$ cat src/design/gpio_pkg.sv
package gpio_pkg;

   // ------------------------------------------------------------
   // sizes and register map
   // ------------------------------------------------------------
   localparam int NUM_PINS = 32;
   localparam int DATA_W   = 32;
   localparam int ADDR_W   = 8;

   localparam logic [ADDR_W-1:0] ADDR_IRQ   = 8'h80;
   localparam logic [ADDR_W-1:0] ADDR_GPIN  = 8'h90;
   localparam logic [ADDR_W-1:0] ADDR_GPOUT = 8'hA0;
   // pin n config lives at 4*n
   localparam logic [ADDR_W-1:0] CFG_LAST   = 8'h7C;

   localparam logic [NUM_PINS-1:0] GPOUT_RESET = '0;

   // ------------------------------------------------------------
   // types
   // ------------------------------------------------------------
   typedef logic [NUM_PINS-1:0] pins_t;

   // 5 and 6 are unused, treated as off
   typedef enum logic [2:0] {
      INT_LVL_HIGH  = 3'd0,
      INT_LVL_LOW   = 3'd1,
      INT_EDGE_POS  = 3'd2,
      INT_EDGE_NEG  = 3'd3,
      INT_EDGE_BOTH = 3'd4,
      INT_OFF       = 3'd7
   } int_type_e;

   typedef struct packed {
      int_type_e int_type;
      logic      spare;
      logic      int_en;
      logic      oe_en;
      logic      in_en;
      logic      out_en;
   } pin_cfg_t;

   typedef struct packed {
      logic              sel;
      logic              enable;
      logic              write;
      logic [ADDR_W-1:0] addr;
      logic [DATA_W-1:0] wdata;
   } apb_req_t;

   // config byte sits in the low bits of the write word
   typedef struct packed {
      logic [DATA_W-9:0] pad;
      pin_cfg_t          cfg;
   } cfg_word_t;

   // same write word seen as pin bits or as a config byte
   typedef union packed {
      pins_t     pins;
      cfg_word_t cfg_word;
   } wdata_u;

endpackage

$ cat src/design/gpio_in_sync.sv
`timescale 1ns/1ps

module gpio_in_sync
(
   input  logic            PCLK,
   input  logic            PRESETN,
   input  gpio_pkg::pins_t gpio_in_i,
   output gpio_pkg::pins_t sync_lvl_o,
   output gpio_pkg::pins_t rise_o,
   output gpio_pkg::pins_t fall_o
);

   gpio_pkg::pins_t stage1_q;
   gpio_pkg::pins_t stage2_q;
   gpio_pkg::pins_t stage3_q;

   // ------------------------------------------------------------
   // three flop chain per pin
   // ------------------------------------------------------------
   always_ff @(posedge PCLK or negedge PRESETN)
   begin
      if (!PRESETN)
      begin
         stage1_q <= '0;
         stage2_q <= '0;
         stage3_q <= '0;
      end
      else
      begin
         stage1_q <= gpio_in_i;
         stage2_q <= stage1_q;
         stage3_q <= stage2_q;
      end
   end

   assign sync_lvl_o = stage3_q;

   // transition is visible one cycle before it reaches the last stage
   assign rise_o = stage2_q & ~stage3_q;
   assign fall_o = ~stage2_q & stage3_q;

endmodule

$ cat src/design/gpio_irq_detect.sv
`timescale 1ns/1ps

module gpio_irq_detect
(
   input  logic                                     PCLK,
   input  logic                                     PRESETN,
   input  gpio_pkg::pin_cfg_t [gpio_pkg::NUM_PINS-1:0] cfg_i,
   input  gpio_pkg::pins_t                          sync_lvl_i,
   input  gpio_pkg::pins_t                          rise_i,
   input  gpio_pkg::pins_t                          fall_i,
   input  gpio_pkg::pins_t                          irq_clr_i,
   output gpio_pkg::pins_t                          int_o,
   output logic                                     int_or_o,
   output gpio_pkg::pins_t                          irq_reg_o
);

   gpio_pkg::pins_t edge_pos_q;
   gpio_pkg::pins_t edge_neg_q;
   gpio_pkg::pins_t edge_both_q;
   gpio_pkg::pins_t use_pos;
   gpio_pkg::pins_t use_neg;
   gpio_pkg::pins_t use_both;
   gpio_pkg::pins_t int_en;
   gpio_pkg::pins_t int_sel;
   gpio_pkg::pins_t irq_q;

   // set wins over clear, flag forced low when not in use
   function automatic gpio_pkg::pins_t next_flag(
      input gpio_pkg::pins_t use_v,
      input gpio_pkg::pins_t set_v,
      input gpio_pkg::pins_t flag_v,
      input gpio_pkg::pins_t clr_v
   );
      return use_v & (set_v | (flag_v & ~clr_v));
   endfunction

   // ------------------------------------------------------------
   // per pin type decode
   // ------------------------------------------------------------
   always_comb
   begin
      for (int i = 0; i < gpio_pkg::NUM_PINS; i++)
      begin
         int_en[i]   = cfg_i[i].int_en;
         use_pos[i]  = cfg_i[i].int_en && (cfg_i[i].int_type == gpio_pkg::INT_EDGE_POS);
         use_neg[i]  = cfg_i[i].int_en && (cfg_i[i].int_type == gpio_pkg::INT_EDGE_NEG);
         use_both[i] = cfg_i[i].int_en && (cfg_i[i].int_type == gpio_pkg::INT_EDGE_BOTH);
         case (cfg_i[i].int_type)
            gpio_pkg::INT_LVL_HIGH:  int_sel[i] = sync_lvl_i[i];
            gpio_pkg::INT_LVL_LOW:   int_sel[i] = ~sync_lvl_i[i];
            gpio_pkg::INT_EDGE_POS:  int_sel[i] = edge_pos_q[i];
            gpio_pkg::INT_EDGE_NEG:  int_sel[i] = edge_neg_q[i];
            gpio_pkg::INT_EDGE_BOTH: int_sel[i] = edge_both_q[i];
            default:                 int_sel[i] = 1'b0;
         endcase
      end
   end

   // ------------------------------------------------------------
   // sticky edge flags
   // ------------------------------------------------------------
   always_ff @(posedge PCLK or negedge PRESETN)
   begin
      if (!PRESETN)
      begin
         edge_pos_q  <= '0;
         edge_neg_q  <= '0;
         edge_both_q <= '0;
      end
      else
      begin
         edge_pos_q  <= next_flag(use_pos, rise_i, edge_pos_q, irq_clr_i);
         edge_neg_q  <= next_flag(use_neg, fall_i, edge_neg_q, irq_clr_i);
         edge_both_q <= next_flag(use_both, rise_i | fall_i, edge_both_q, irq_clr_i);
      end
   end

   assign int_o    = int_sel & int_en;
   assign int_or_o = |int_o;

   // interrupt register, write one to clear
   always_ff @(posedge PCLK or negedge PRESETN)
   begin
      if (!PRESETN)
         irq_q <= '0;
      else if (|irq_clr_i)
         irq_q <= irq_q & ~irq_clr_i;
      else
         irq_q <= int_o;
   end

   assign irq_reg_o = irq_q;

endmodule

$ cat src/design/gpio_apb_regs.sv
`timescale 1ns/1ps

module gpio_apb_regs
(
   input  logic                                     PCLK,
   input  logic                                     PRESETN,
   input  gpio_pkg::apb_req_t                       apb_i,
   input  gpio_pkg::pins_t                          sync_lvl_i,
   input  gpio_pkg::pins_t                          irq_reg_i,
   output gpio_pkg::pin_cfg_t [gpio_pkg::NUM_PINS-1:0] cfg_o,
   output gpio_pkg::pins_t                          irq_clr_o,
   output logic [gpio_pkg::DATA_W-1:0]              prdata_o,
   output logic                                     pready_o,
   output logic                                     pslverr_o,
   output gpio_pkg::pins_t                          gpio_out_o,
   output gpio_pkg::pins_t                          gpio_oe_o
);

   gpio_pkg::pin_cfg_t [gpio_pkg::NUM_PINS-1:0] cfg_q;
   gpio_pkg::pins_t                            gpout_q;
   gpio_pkg::wdata_u                           wd;
   logic [$clog2(gpio_pkg::NUM_PINS)-1:0]      pin_idx;
   logic                                       wr_en;
   logic                                       cfg_hit;
   gpio_pkg::pins_t                            out_en;
   gpio_pkg::pins_t                            oe_en;
   gpio_pkg::pins_t                            in_en;

   // ------------------------------------------------------------
   // APB decode
   // ------------------------------------------------------------
   assign wd      = apb_i.wdata;
   assign wr_en   = apb_i.sel && apb_i.enable && apb_i.write;
   assign cfg_hit = (apb_i.addr <= gpio_pkg::CFG_LAST);
   assign pin_idx = apb_i.addr[2 +: $clog2(gpio_pkg::NUM_PINS)];

   // no wait states, never an error
   assign pready_o  = 1'b1;
   assign pslverr_o = 1'b0;

   always_ff @(posedge PCLK or negedge PRESETN)
   begin
      if (!PRESETN)
         cfg_q <= '0;
      else if (wr_en && cfg_hit)
         cfg_q[pin_idx] <= wd.cfg_word.cfg;
   end

   always_ff @(posedge PCLK or negedge PRESETN)
   begin
      if (!PRESETN)
         gpout_q <= gpio_pkg::GPOUT_RESET;
      else if (wr_en && (apb_i.addr == gpio_pkg::ADDR_GPOUT))
         gpout_q <= wd.pins;
   end

   // clear mask only lives in the write cycle
   assign irq_clr_o = (wr_en && (apb_i.addr == gpio_pkg::ADDR_IRQ)) ? wd.pins : '0;

   assign cfg_o = cfg_q;

   // ------------------------------------------------------------
   // per pin enables and pin outputs
   // ------------------------------------------------------------
   always_comb
   begin
      for (int i = 0; i < gpio_pkg::NUM_PINS; i++)
      begin
         out_en[i] = cfg_q[i].out_en;
         oe_en[i]  = cfg_q[i].oe_en;
         in_en[i]  = cfg_q[i].in_en;
      end
   end

   assign gpio_out_o = gpout_q & out_en;
   assign gpio_oe_o  = oe_en & out_en;

   // read data straight from the current address
   always_comb
   begin
      prdata_o = '0;
      if (cfg_hit)
         prdata_o = {{(gpio_pkg::DATA_W-8){1'b0}}, cfg_q[pin_idx]};
      else
      begin
         case (apb_i.addr)
            gpio_pkg::ADDR_IRQ:   prdata_o = irq_reg_i;
            gpio_pkg::ADDR_GPIN:  prdata_o = sync_lvl_i & in_en;
            gpio_pkg::ADDR_GPOUT: prdata_o = gpout_q;
            default:              prdata_o = '0;
         endcase
      end
   end

endmodule

$ cat src/design/gpio_top.sv
`timescale 1ns/1ps

module gpio_top
(
   input  logic                          PCLK,
   input  logic                          PRESETN,
   input  logic                          psel_i,
   input  logic                          penable_i,
   input  logic                          pwrite_i,
   input  logic [gpio_pkg::ADDR_W-1:0]   paddr_i,
   input  logic [gpio_pkg::DATA_W-1:0]   pwdata_i,
   input  gpio_pkg::pins_t               gpio_in_i,
   output logic [gpio_pkg::DATA_W-1:0]   prdata_o,
   output logic                          pready_o,
   output logic                          pslverr_o,
   output gpio_pkg::pins_t               gpio_out_o,
   output gpio_pkg::pins_t               gpio_oe_o,
   output gpio_pkg::pins_t               int_o,
   output logic                          int_or_o
);

   gpio_pkg::apb_req_t                          apb_req;
   gpio_pkg::pins_t                             sync_lvl;
   gpio_pkg::pins_t                             rise;
   gpio_pkg::pins_t                             fall;
   gpio_pkg::pins_t                             irq_clr;
   gpio_pkg::pins_t                             irq_reg;
   gpio_pkg::pin_cfg_t [gpio_pkg::NUM_PINS-1:0] cfg;

   assign apb_req = {psel_i, penable_i, pwrite_i, paddr_i, pwdata_i};

   gpio_in_sync i_gpio_in_sync
   (
      .PCLK       (PCLK),
      .PRESETN    (PRESETN),
      .gpio_in_i  (gpio_in_i),
      .sync_lvl_o (sync_lvl),
      .rise_o     (rise),
      .fall_o     (fall)
   );

   gpio_irq_detect i_gpio_irq_detect
   (
      .PCLK       (PCLK),
      .PRESETN    (PRESETN),
      .cfg_i      (cfg),
      .sync_lvl_i (sync_lvl),
      .rise_i     (rise),
      .fall_i     (fall),
      .irq_clr_i  (irq_clr),
      .int_o      (int_o),
      .int_or_o   (int_or_o),
      .irq_reg_o  (irq_reg)
   );

   gpio_apb_regs i_gpio_apb_regs
   (
      .PCLK       (PCLK),
      .PRESETN    (PRESETN),
      .apb_i      (apb_req),
      .sync_lvl_i (sync_lvl),
      .irq_reg_i  (irq_reg),
      .cfg_o      (cfg),
      .irq_clr_o  (irq_clr),
      .prdata_o   (prdata_o),
      .pready_o   (pready_o),
      .pslverr_o  (pslverr_o),
      .gpio_out_o (gpio_out_o),
      .gpio_oe_o  (gpio_oe_o)
   );

endmodule

$ cat config.mk
export PLATFORM = sky130hd
export DESIGN_NAME = gpio_top
export DESIGN_NICKNAME = d
export VERILOG_FILES = /design/src/design/gpio_pkg.sv /design/src/design/gpio_in_sync.sv /design/src/design/gpio_irq_detect.sv /design/src/design/gpio_apb_regs.sv /design/src/design/gpio_top.sv
export SDC_FILE = /design/constraint.sdc
export NUM_CORES = 1
export LEC_CHECK = 0
export ABC_AREA = 1
export ABC_CLOCK_PERIOD_IN_PS = 2700
export BUFFER_PORTS_ARGS = -buffer_cell sky130_fd_sc_hd__buf_2
export CORE_ASPECT_RATIO = 0.9
export CORE_UTILIZATION = 40
export DETAILED_ROUTE_END_ITERATION = 12
export HOLD_SLACK_MARGIN = 0.03
export PLACE_DENSITY = 0.6
export SKIP_CTS_REPAIR_TIMING = 1
export SYNTH_ARGS = -nofsm -noshare
export SYNTH_HDL_FRONTEND = slang
export SYNTH_HIERARCHICAL = 1
export SYNTH_SLANG_ARGS = --single-unit
$ cat constraint.sdc
create_clock -name PCLK -period 2.7 [get_ports PCLK]
set_input_delay 0.135 -clock PCLK [delete_from_list [all_inputs] [get_ports PCLK]]
set_output_delay 0.135 -clock PCLK [all_outputs]
set_load 0.03 [all_outputs]
==> Yosys cells after proc, flatten, opt, wreduce, memory -nomap -nowiden <==
Cells that the tools add are included.
W data, S select, Z words.
{ "totals": {"elab_cells": 563, "in_bits": 77, "regBits": 512, "output_inout_bits": 131} }
{ "op_classes": {"magnitude_cmp": 3, "n_eq_ne": 131, "bitwise": 52, "n_mux": 41, "reduce_logical": 136} }
{ "ops": {"columns": ["op", "count"], "rows": [
  ["$and A32 B32 Y32", 13],
  ["$bwmux W256", 1],
  ["$eq A3 B2 Y1 const B", 64],
  ["$pmux W1 S5", 32],
  ["$or A32 B32 Y32", 4],
  ["$logic_and A1 B1 Y1", 102],
  ["$eq A3 B1 Y1 const B", 32],
  ["$eq A3 B3 Y1 const B", 32],
  ["$logic_not A3 Y1", 32],
  ["$mux W32", 3],
  ["$not A32 Y32", 3],
  ["$pmux W32 S3", 1],
  ["$reduce_or A32 Y1", 2],
  ["$bmux W8 S5", 1],
  ["$demux W8 S5", 1],
  ["$not A1 Y1", 32],
  ["$eq A8 B8 Y1 const B", 3],
  ["$mux W8", 2],
  ["$le A8 B7 Y1 const B", 1],
  ["$lt A5 B6 Y1 const B", 1],
  ["$ge A5 B1 Y1 const B", 1]
]} }

==> Longest topological paths before layout <==
{ "logic_depth": {"depth_word": 8, "mapped_depth": 15, "depth_no_buf": 12} }

==> By module <==
The synthesis kept the hierarchy.
{ "modules_own_cells": {"columns": ["module", "area_per_inst_um2", "n_inst", "cells_each"], "rows": [
  ["gpio_apb_regs", 15248.4, 1, 2133],
  ["gpio_irq_detect", 7836.3, 1, 1102],
  ["gpio_in_sync", 2882.8, 1, 224]
]} }

==> Least setup slack after synthesis <==
No wires, ideal clock.
{ "synth_timing": {"path_kind": "input port to flip-flop", "from": "input paddr_i[2] in the netlist's numbering", "to": "register i_gpio_irq_detect.irq_q[0], in the netlist i_gpio_irq_detect/irq_reg_o[0]", "cell_stages": 15, "setup_slack_ps": 559, "t_arrival_ps": 2015, "path_buffers": 4, "path_cell_list": "buf_2 -> inv_1 -> nand2_1 -> nor2_1 -> buf_2 -> nand3_1 -> clkbuf_1 -> nor2_1 -> inv_2 -> nand3_4 -> nor3_4 -> nand4_4 -> buf_6 -> nand3_2 -> o21ai_1"} }
{ "synth_via": {"word_cells_on_any_way": 7} }
{ "synth_lines": {"columns": ["item", "line", "source"], "rows": [
  ["start, declared", "gpio_top.sv:10", "input logic [gpio_pkg::ADDR_W-1:0] paddr_i,"],
  ["$eq A8 B8 Y1", "gpio_apb_regs.sv:58", "assign irq_clr_o = (wr_en && (apb_i.addr == gpio_pkg::ADDR_IRQ)) ? wd.pins : '0;"],
  ["$logic_and A1 B1 Y1", "gpio_apb_regs.sv:58", null],
  ["$mux W32", "gpio_apb_regs.sv:58", null],
  ["net irq_clr[26]", "gpio_top.sv:26", "gpio_pkg::pins_t irq_clr;"],
  ["$reduce_or A32 Y1", "gpio_irq_detect.sv:86", "else if (|irq_clr_i)"],
  ["$mux W32", "gpio_irq_detect.sv:86", null],
  ["end signal, assigned", "gpio_irq_detect.sv:87", "irq_q <= irq_q & ~irq_clr_i;"],
  ["end signal, assigned", "gpio_irq_detect.sv:89", "irq_q <= int_o;"],
  ["end, declared", "gpio_irq_detect.sv:25", "gpio_pkg::pins_t irq_q;"]
]} }
The timed path passes the listed nets, and every way through them passes these cells.
A chain may end at the register's enable or synchronous reset.

==> Worst setup path in the final report <==
{ "layout_timing": {"from": "register i_gpio_apb_regs.cfg_q, in the netlist i_gpio_apb_regs/cfg_o[85]", "to": "output int_or_o"} }
{ "layout_via": {"elab_chain_cells": 4, "word_cells_on_any_way": 8} }
{ "layout_rtl": {"columns": ["item", "line", "source"], "rows": [
  ["start, declared", "gpio_apb_regs.sv:19", "gpio_pkg::pin_cfg_t [gpio_pkg::NUM_PINS-1:0] cfg_q;"],
  ["start signal, assigned by index", "gpio_apb_regs.sv:46", "cfg_q[pin_idx] <= wd.cfg_word.cfg;"],
  ["$eq A3 B3 Y1 (tied with other cells)", "gpio_irq_detect.sv:48", "case (cfg_i[i].int_type)"],
  ["$pmux W1 S5 *", "gpio_irq_detect.sv:48", null],
  ["$and A32 B32 Y32 *", "gpio_irq_detect.sv:78", "assign int_o = int_sel & int_en;"],
  ["$reduce_or A32 Y1 *", "gpio_irq_detect.sv:79", "assign int_or_o = |int_o;"],
  ["end, declared", "gpio_top.sv:19", "output logic int_or_o"]
]} }
Mark *: on every way between the ends. The rest lies on a longest branch, timed or not.

==> results.py <==
metrics = {
    "worst_setup_path": {
        "reg2reg_setup_slack_ns": 1.35,
        "crit_path_end_kind": "output pin",
        "reg2reg_to": "i_gpio_irq_detect/irq_reg_o[31]",
        "reg2regPathDepth": 6,
        "crit_path_end": "int_or_o",
        "criticalPathCategory": "flop to output pin",
        "rr_startpoint": "i_gpio_apb_regs/cfg_o[255]",
        "crit_start": "i_gpio_apb_regs/cfg_o[85]",
        "cp_data_required_time_ns": 2.57,
        "worstPathMaxFanout": 7,
        "crit_arrival_ns": 2.45,
        "critPathLaunchType": "flop",
    },
    "die": {
        "pin_count": 208,
        "dieHeight_um": 244,
        "fp.dieArea_sq_mm": 0.0659,
        "core_sq_mm": 0.0642,
        "rows": 88,
        "die_width_um": 271,
        "start_util": 0.405,
    },
    "route": {
        "viasPerCell": 5.14,
        "wirelength_mm": 83.1,
        "route.detailed.drc": 0,
        "first_iter_violations": 2228,
        "vias": 23700,
        "dr.pass1.iters": 6,
        "wl_per_cell_um": 18.0,
        "ant_nets": 0,
    },
    "yosys": {
        "synth_top_area_share": 0.493,
        "synth_cell_types": 33,
        "synth_area_leaders": "dfrtp_1, nand2_1, nand3_1, o21ai_0, inv_1",
        "synth-adder-area-share": 0,
        "synth_top_family_by_area": "simple AND/OR/NAND/NOR gates",
        "synth-simple-area-share": 0.330,
        "synthesis.area_per_instance_sq_um": 7.51,
        "syn_inst": 3459,
        "synth.yosys.seq_area_share": 0.493,
        "synth_edf_count": 0,
        "synth-async-reset-ratio": 1.00,
        "synth_largest_area_cell": "dfrtp_1",
        "netlist_area_sq_mm": 0.0260,
        "synth.net_count": 3536,
        "yosysMostFrequentCell": "nand2_1",
        "synthFlopType": "dfrtp_1",
        "synthMuxAreaShare": 0,
        "synth_seq_cells": 512,
        "yosysWarnings": 6,
        "synthTopCellsByCount": "nand2_1, dfrtp_1, inv_1, nand3_1, o21ai_0",
        "synth_compound_area_frac": 0.0900,
        "synth_xor_area_frac": 0,
    },
    "min_path": {
        "worstHoldPathType": "input pin to asynchronous set/reset pin",
    },
    "clock_tree": {
        "clock_latency_ns": 0.63,
        "cts_tree": "yes",
        "clock_path_buffers": 3,
        "clkSinkCount": 512,
        "htree_levels": 2,
        "cts_root_buffer": "clkbuf_16",
        "clk_pin_slew_worst_paths_ns": 0.06,
        "numCtsBuffers": 57,
    },
    "timing": {
        "timing.final.crit_share": 0.957,
        "finalSetupTns_ns": 0,
        "fin_skew_ns": 0.0222,
        "maxSlewHeadroom": 0.403,
        "whs_ns": 0.0177,
        "finalCriticalPeriod_ns": 2.58,
        "finalHoldViolCount": 0,
        "setup_viol": 0,
        "max_slew.worst_pin.slew_ns": 0.895,
        "slew_viol_final": 0,
        "timing.fmax_mhz": 387,
    },
    "grt": {
        "antenna_found_initial": 0,
        "overflow": 0,
        "grt_max_degree": 132,
        "grt_pass1_vias": 21800,
        "grt_pass1_wl_mm": 128,
        "track_usage": 0.249,
    },
    "power_and_ir_drop": {
        "p_leak_nw": 16.1,
        "powerDensity_mw_per_mm2": 587,
        "ir_drop_v": 0.000479,
    },
    "finish": {
        "drive_gt1_frac": 0.137,
        "antenna_cells": 0,
        "layout.nets": 3779,
        "syn_to_final_growth_pct": 17.6,
        "final_cells": 4604,
    },
    "place": {
        "gp_congestion": 0.858,
        "dp_cells": 4437,
        "dp_hpwl_mm": 56.0,
        "port_buffers": 205,
    },
    "flow_run": {
        "drv_cap": 0,
    },
    "outcome": {
        "outcome": "completed",
    },
}
worst min-delay path by stage:
stage | startpoint | endpoint | slack, ns
after detailed placement | PRESETN | i_gpio_in_sync/stage1_q[29] | 0.07
after CTS | PRESETN | i_gpio_in_sync/stage1_q[29] | -0.60
after global routing | PRESETN | i_gpio_in_sync/stage1_q[29] | 0.04
final | PRESETN | i_gpio_in_sync/stage1_q[29] | 0.02
after floorplan | PRESETN | i_gpio_apb_regs/cfg_o[0] | -0.16
after global placement | PRESETN | i_gpio_in_sync/stage1_q[29] | 0.08
cell families (layout without fill, tap and decap cells):
family / after synthesis / in the layout
simple gates: 1988 / 1988
buf+inv: 520 / 810
flops: 512 / 512
compound gates: 437 / 437
other cells: 2 / 2
layout by cell type, fill, tap and decap left out, types with 19 or more instances in the layout:
cell type	instances
nor2_1	233
nand4_1	94
nor3_1	65
buf_2	202
nand3_1	286
clkbuf_16	59
nand2_4	23
buf_4	47
inv_2	37
inv_1	343
o21ai_2	33
dfrtp_1	504
dlygate4sd3_1	57
a21oi_1	96
nand2_1	1240
o21ai_0	277
o21ai_1	19
power by group:
part	internal (mW)	total [mW]	switching, mW
clock network	4.78	8.08	3.30
registers	7.95	8.30	0.352
logic	0.486	1.54	1.05
total	13.2	17.9	4.71
state kept, by name (all words and copies together) (netlist names):
signal,flops
i_gpio_in_sync/stage1_q,32
i_gpio_apb_regs/cfg_o,256
i_gpio_in_sync/sync_lvl_o,32
i_gpio_apb_regs/gpout_q,32
i_gpio_irq_detect/irq_reg_o,32
i_gpio_in_sync/stage2_q,32
i_gpio_irq_detect/edge_neg_q,32
i_gpio_irq_detect/edge_both_q,32
i_gpio_irq_detect/edge_pos_q,32
worst max-delay path, cell delays in order, from the launching register on:
cell and delay, ns:
dfrtp_2 0.45, inv_1 0.11, nand2_1 0.06, nand3_1 0.06
nand2_1 0.05, inv_1 0.05, nand2_1 0.04, nand2_1 0.14
nand2_1 0.10, nor2_2 0.18, nand2_1 0.13, nor2_4 0.16
nand2_1 0.11, buf_4 0.18
stage by stage:
stage,cell area [sq um],worst slack [ns],power [mW],util
after floorplan,26000,0.559,9.16,-
after global placement,27900,0.304,9.87,0.435
after detailed placement,27900,0.252,9.88,0.435
after CTS,29800,-0.241,18.0,0.465
after global routing,30500,-0.00193,18.6,0.476
final,30500,0.117,17.9,0.476
final cells by class:
| type | count | area, sq um |
|---|---|---|
| flip-flops and latches | 512 | 12800 |
| well taps | 855 | 1070 |
| clock buffers | 82 | 1710 |
| multi-input cells | 2427 | 11000 |
| fillers | 6370 | 33700 |
| clock inverters | 24 | 239 |
| inverters | 382 | 1440 |
| repair buffers | 322 | 2250 |
per-layer routing:
metal / share of wire / GRT usage
met1: 0.45 / 0.350
met2: 0.45 / 0.389
met3: 0.064 / 0.0378
met4: 0.035 / 0.0921
met5: 0 / 0
No activity file was read; power rests on OpenSTA's default activity.
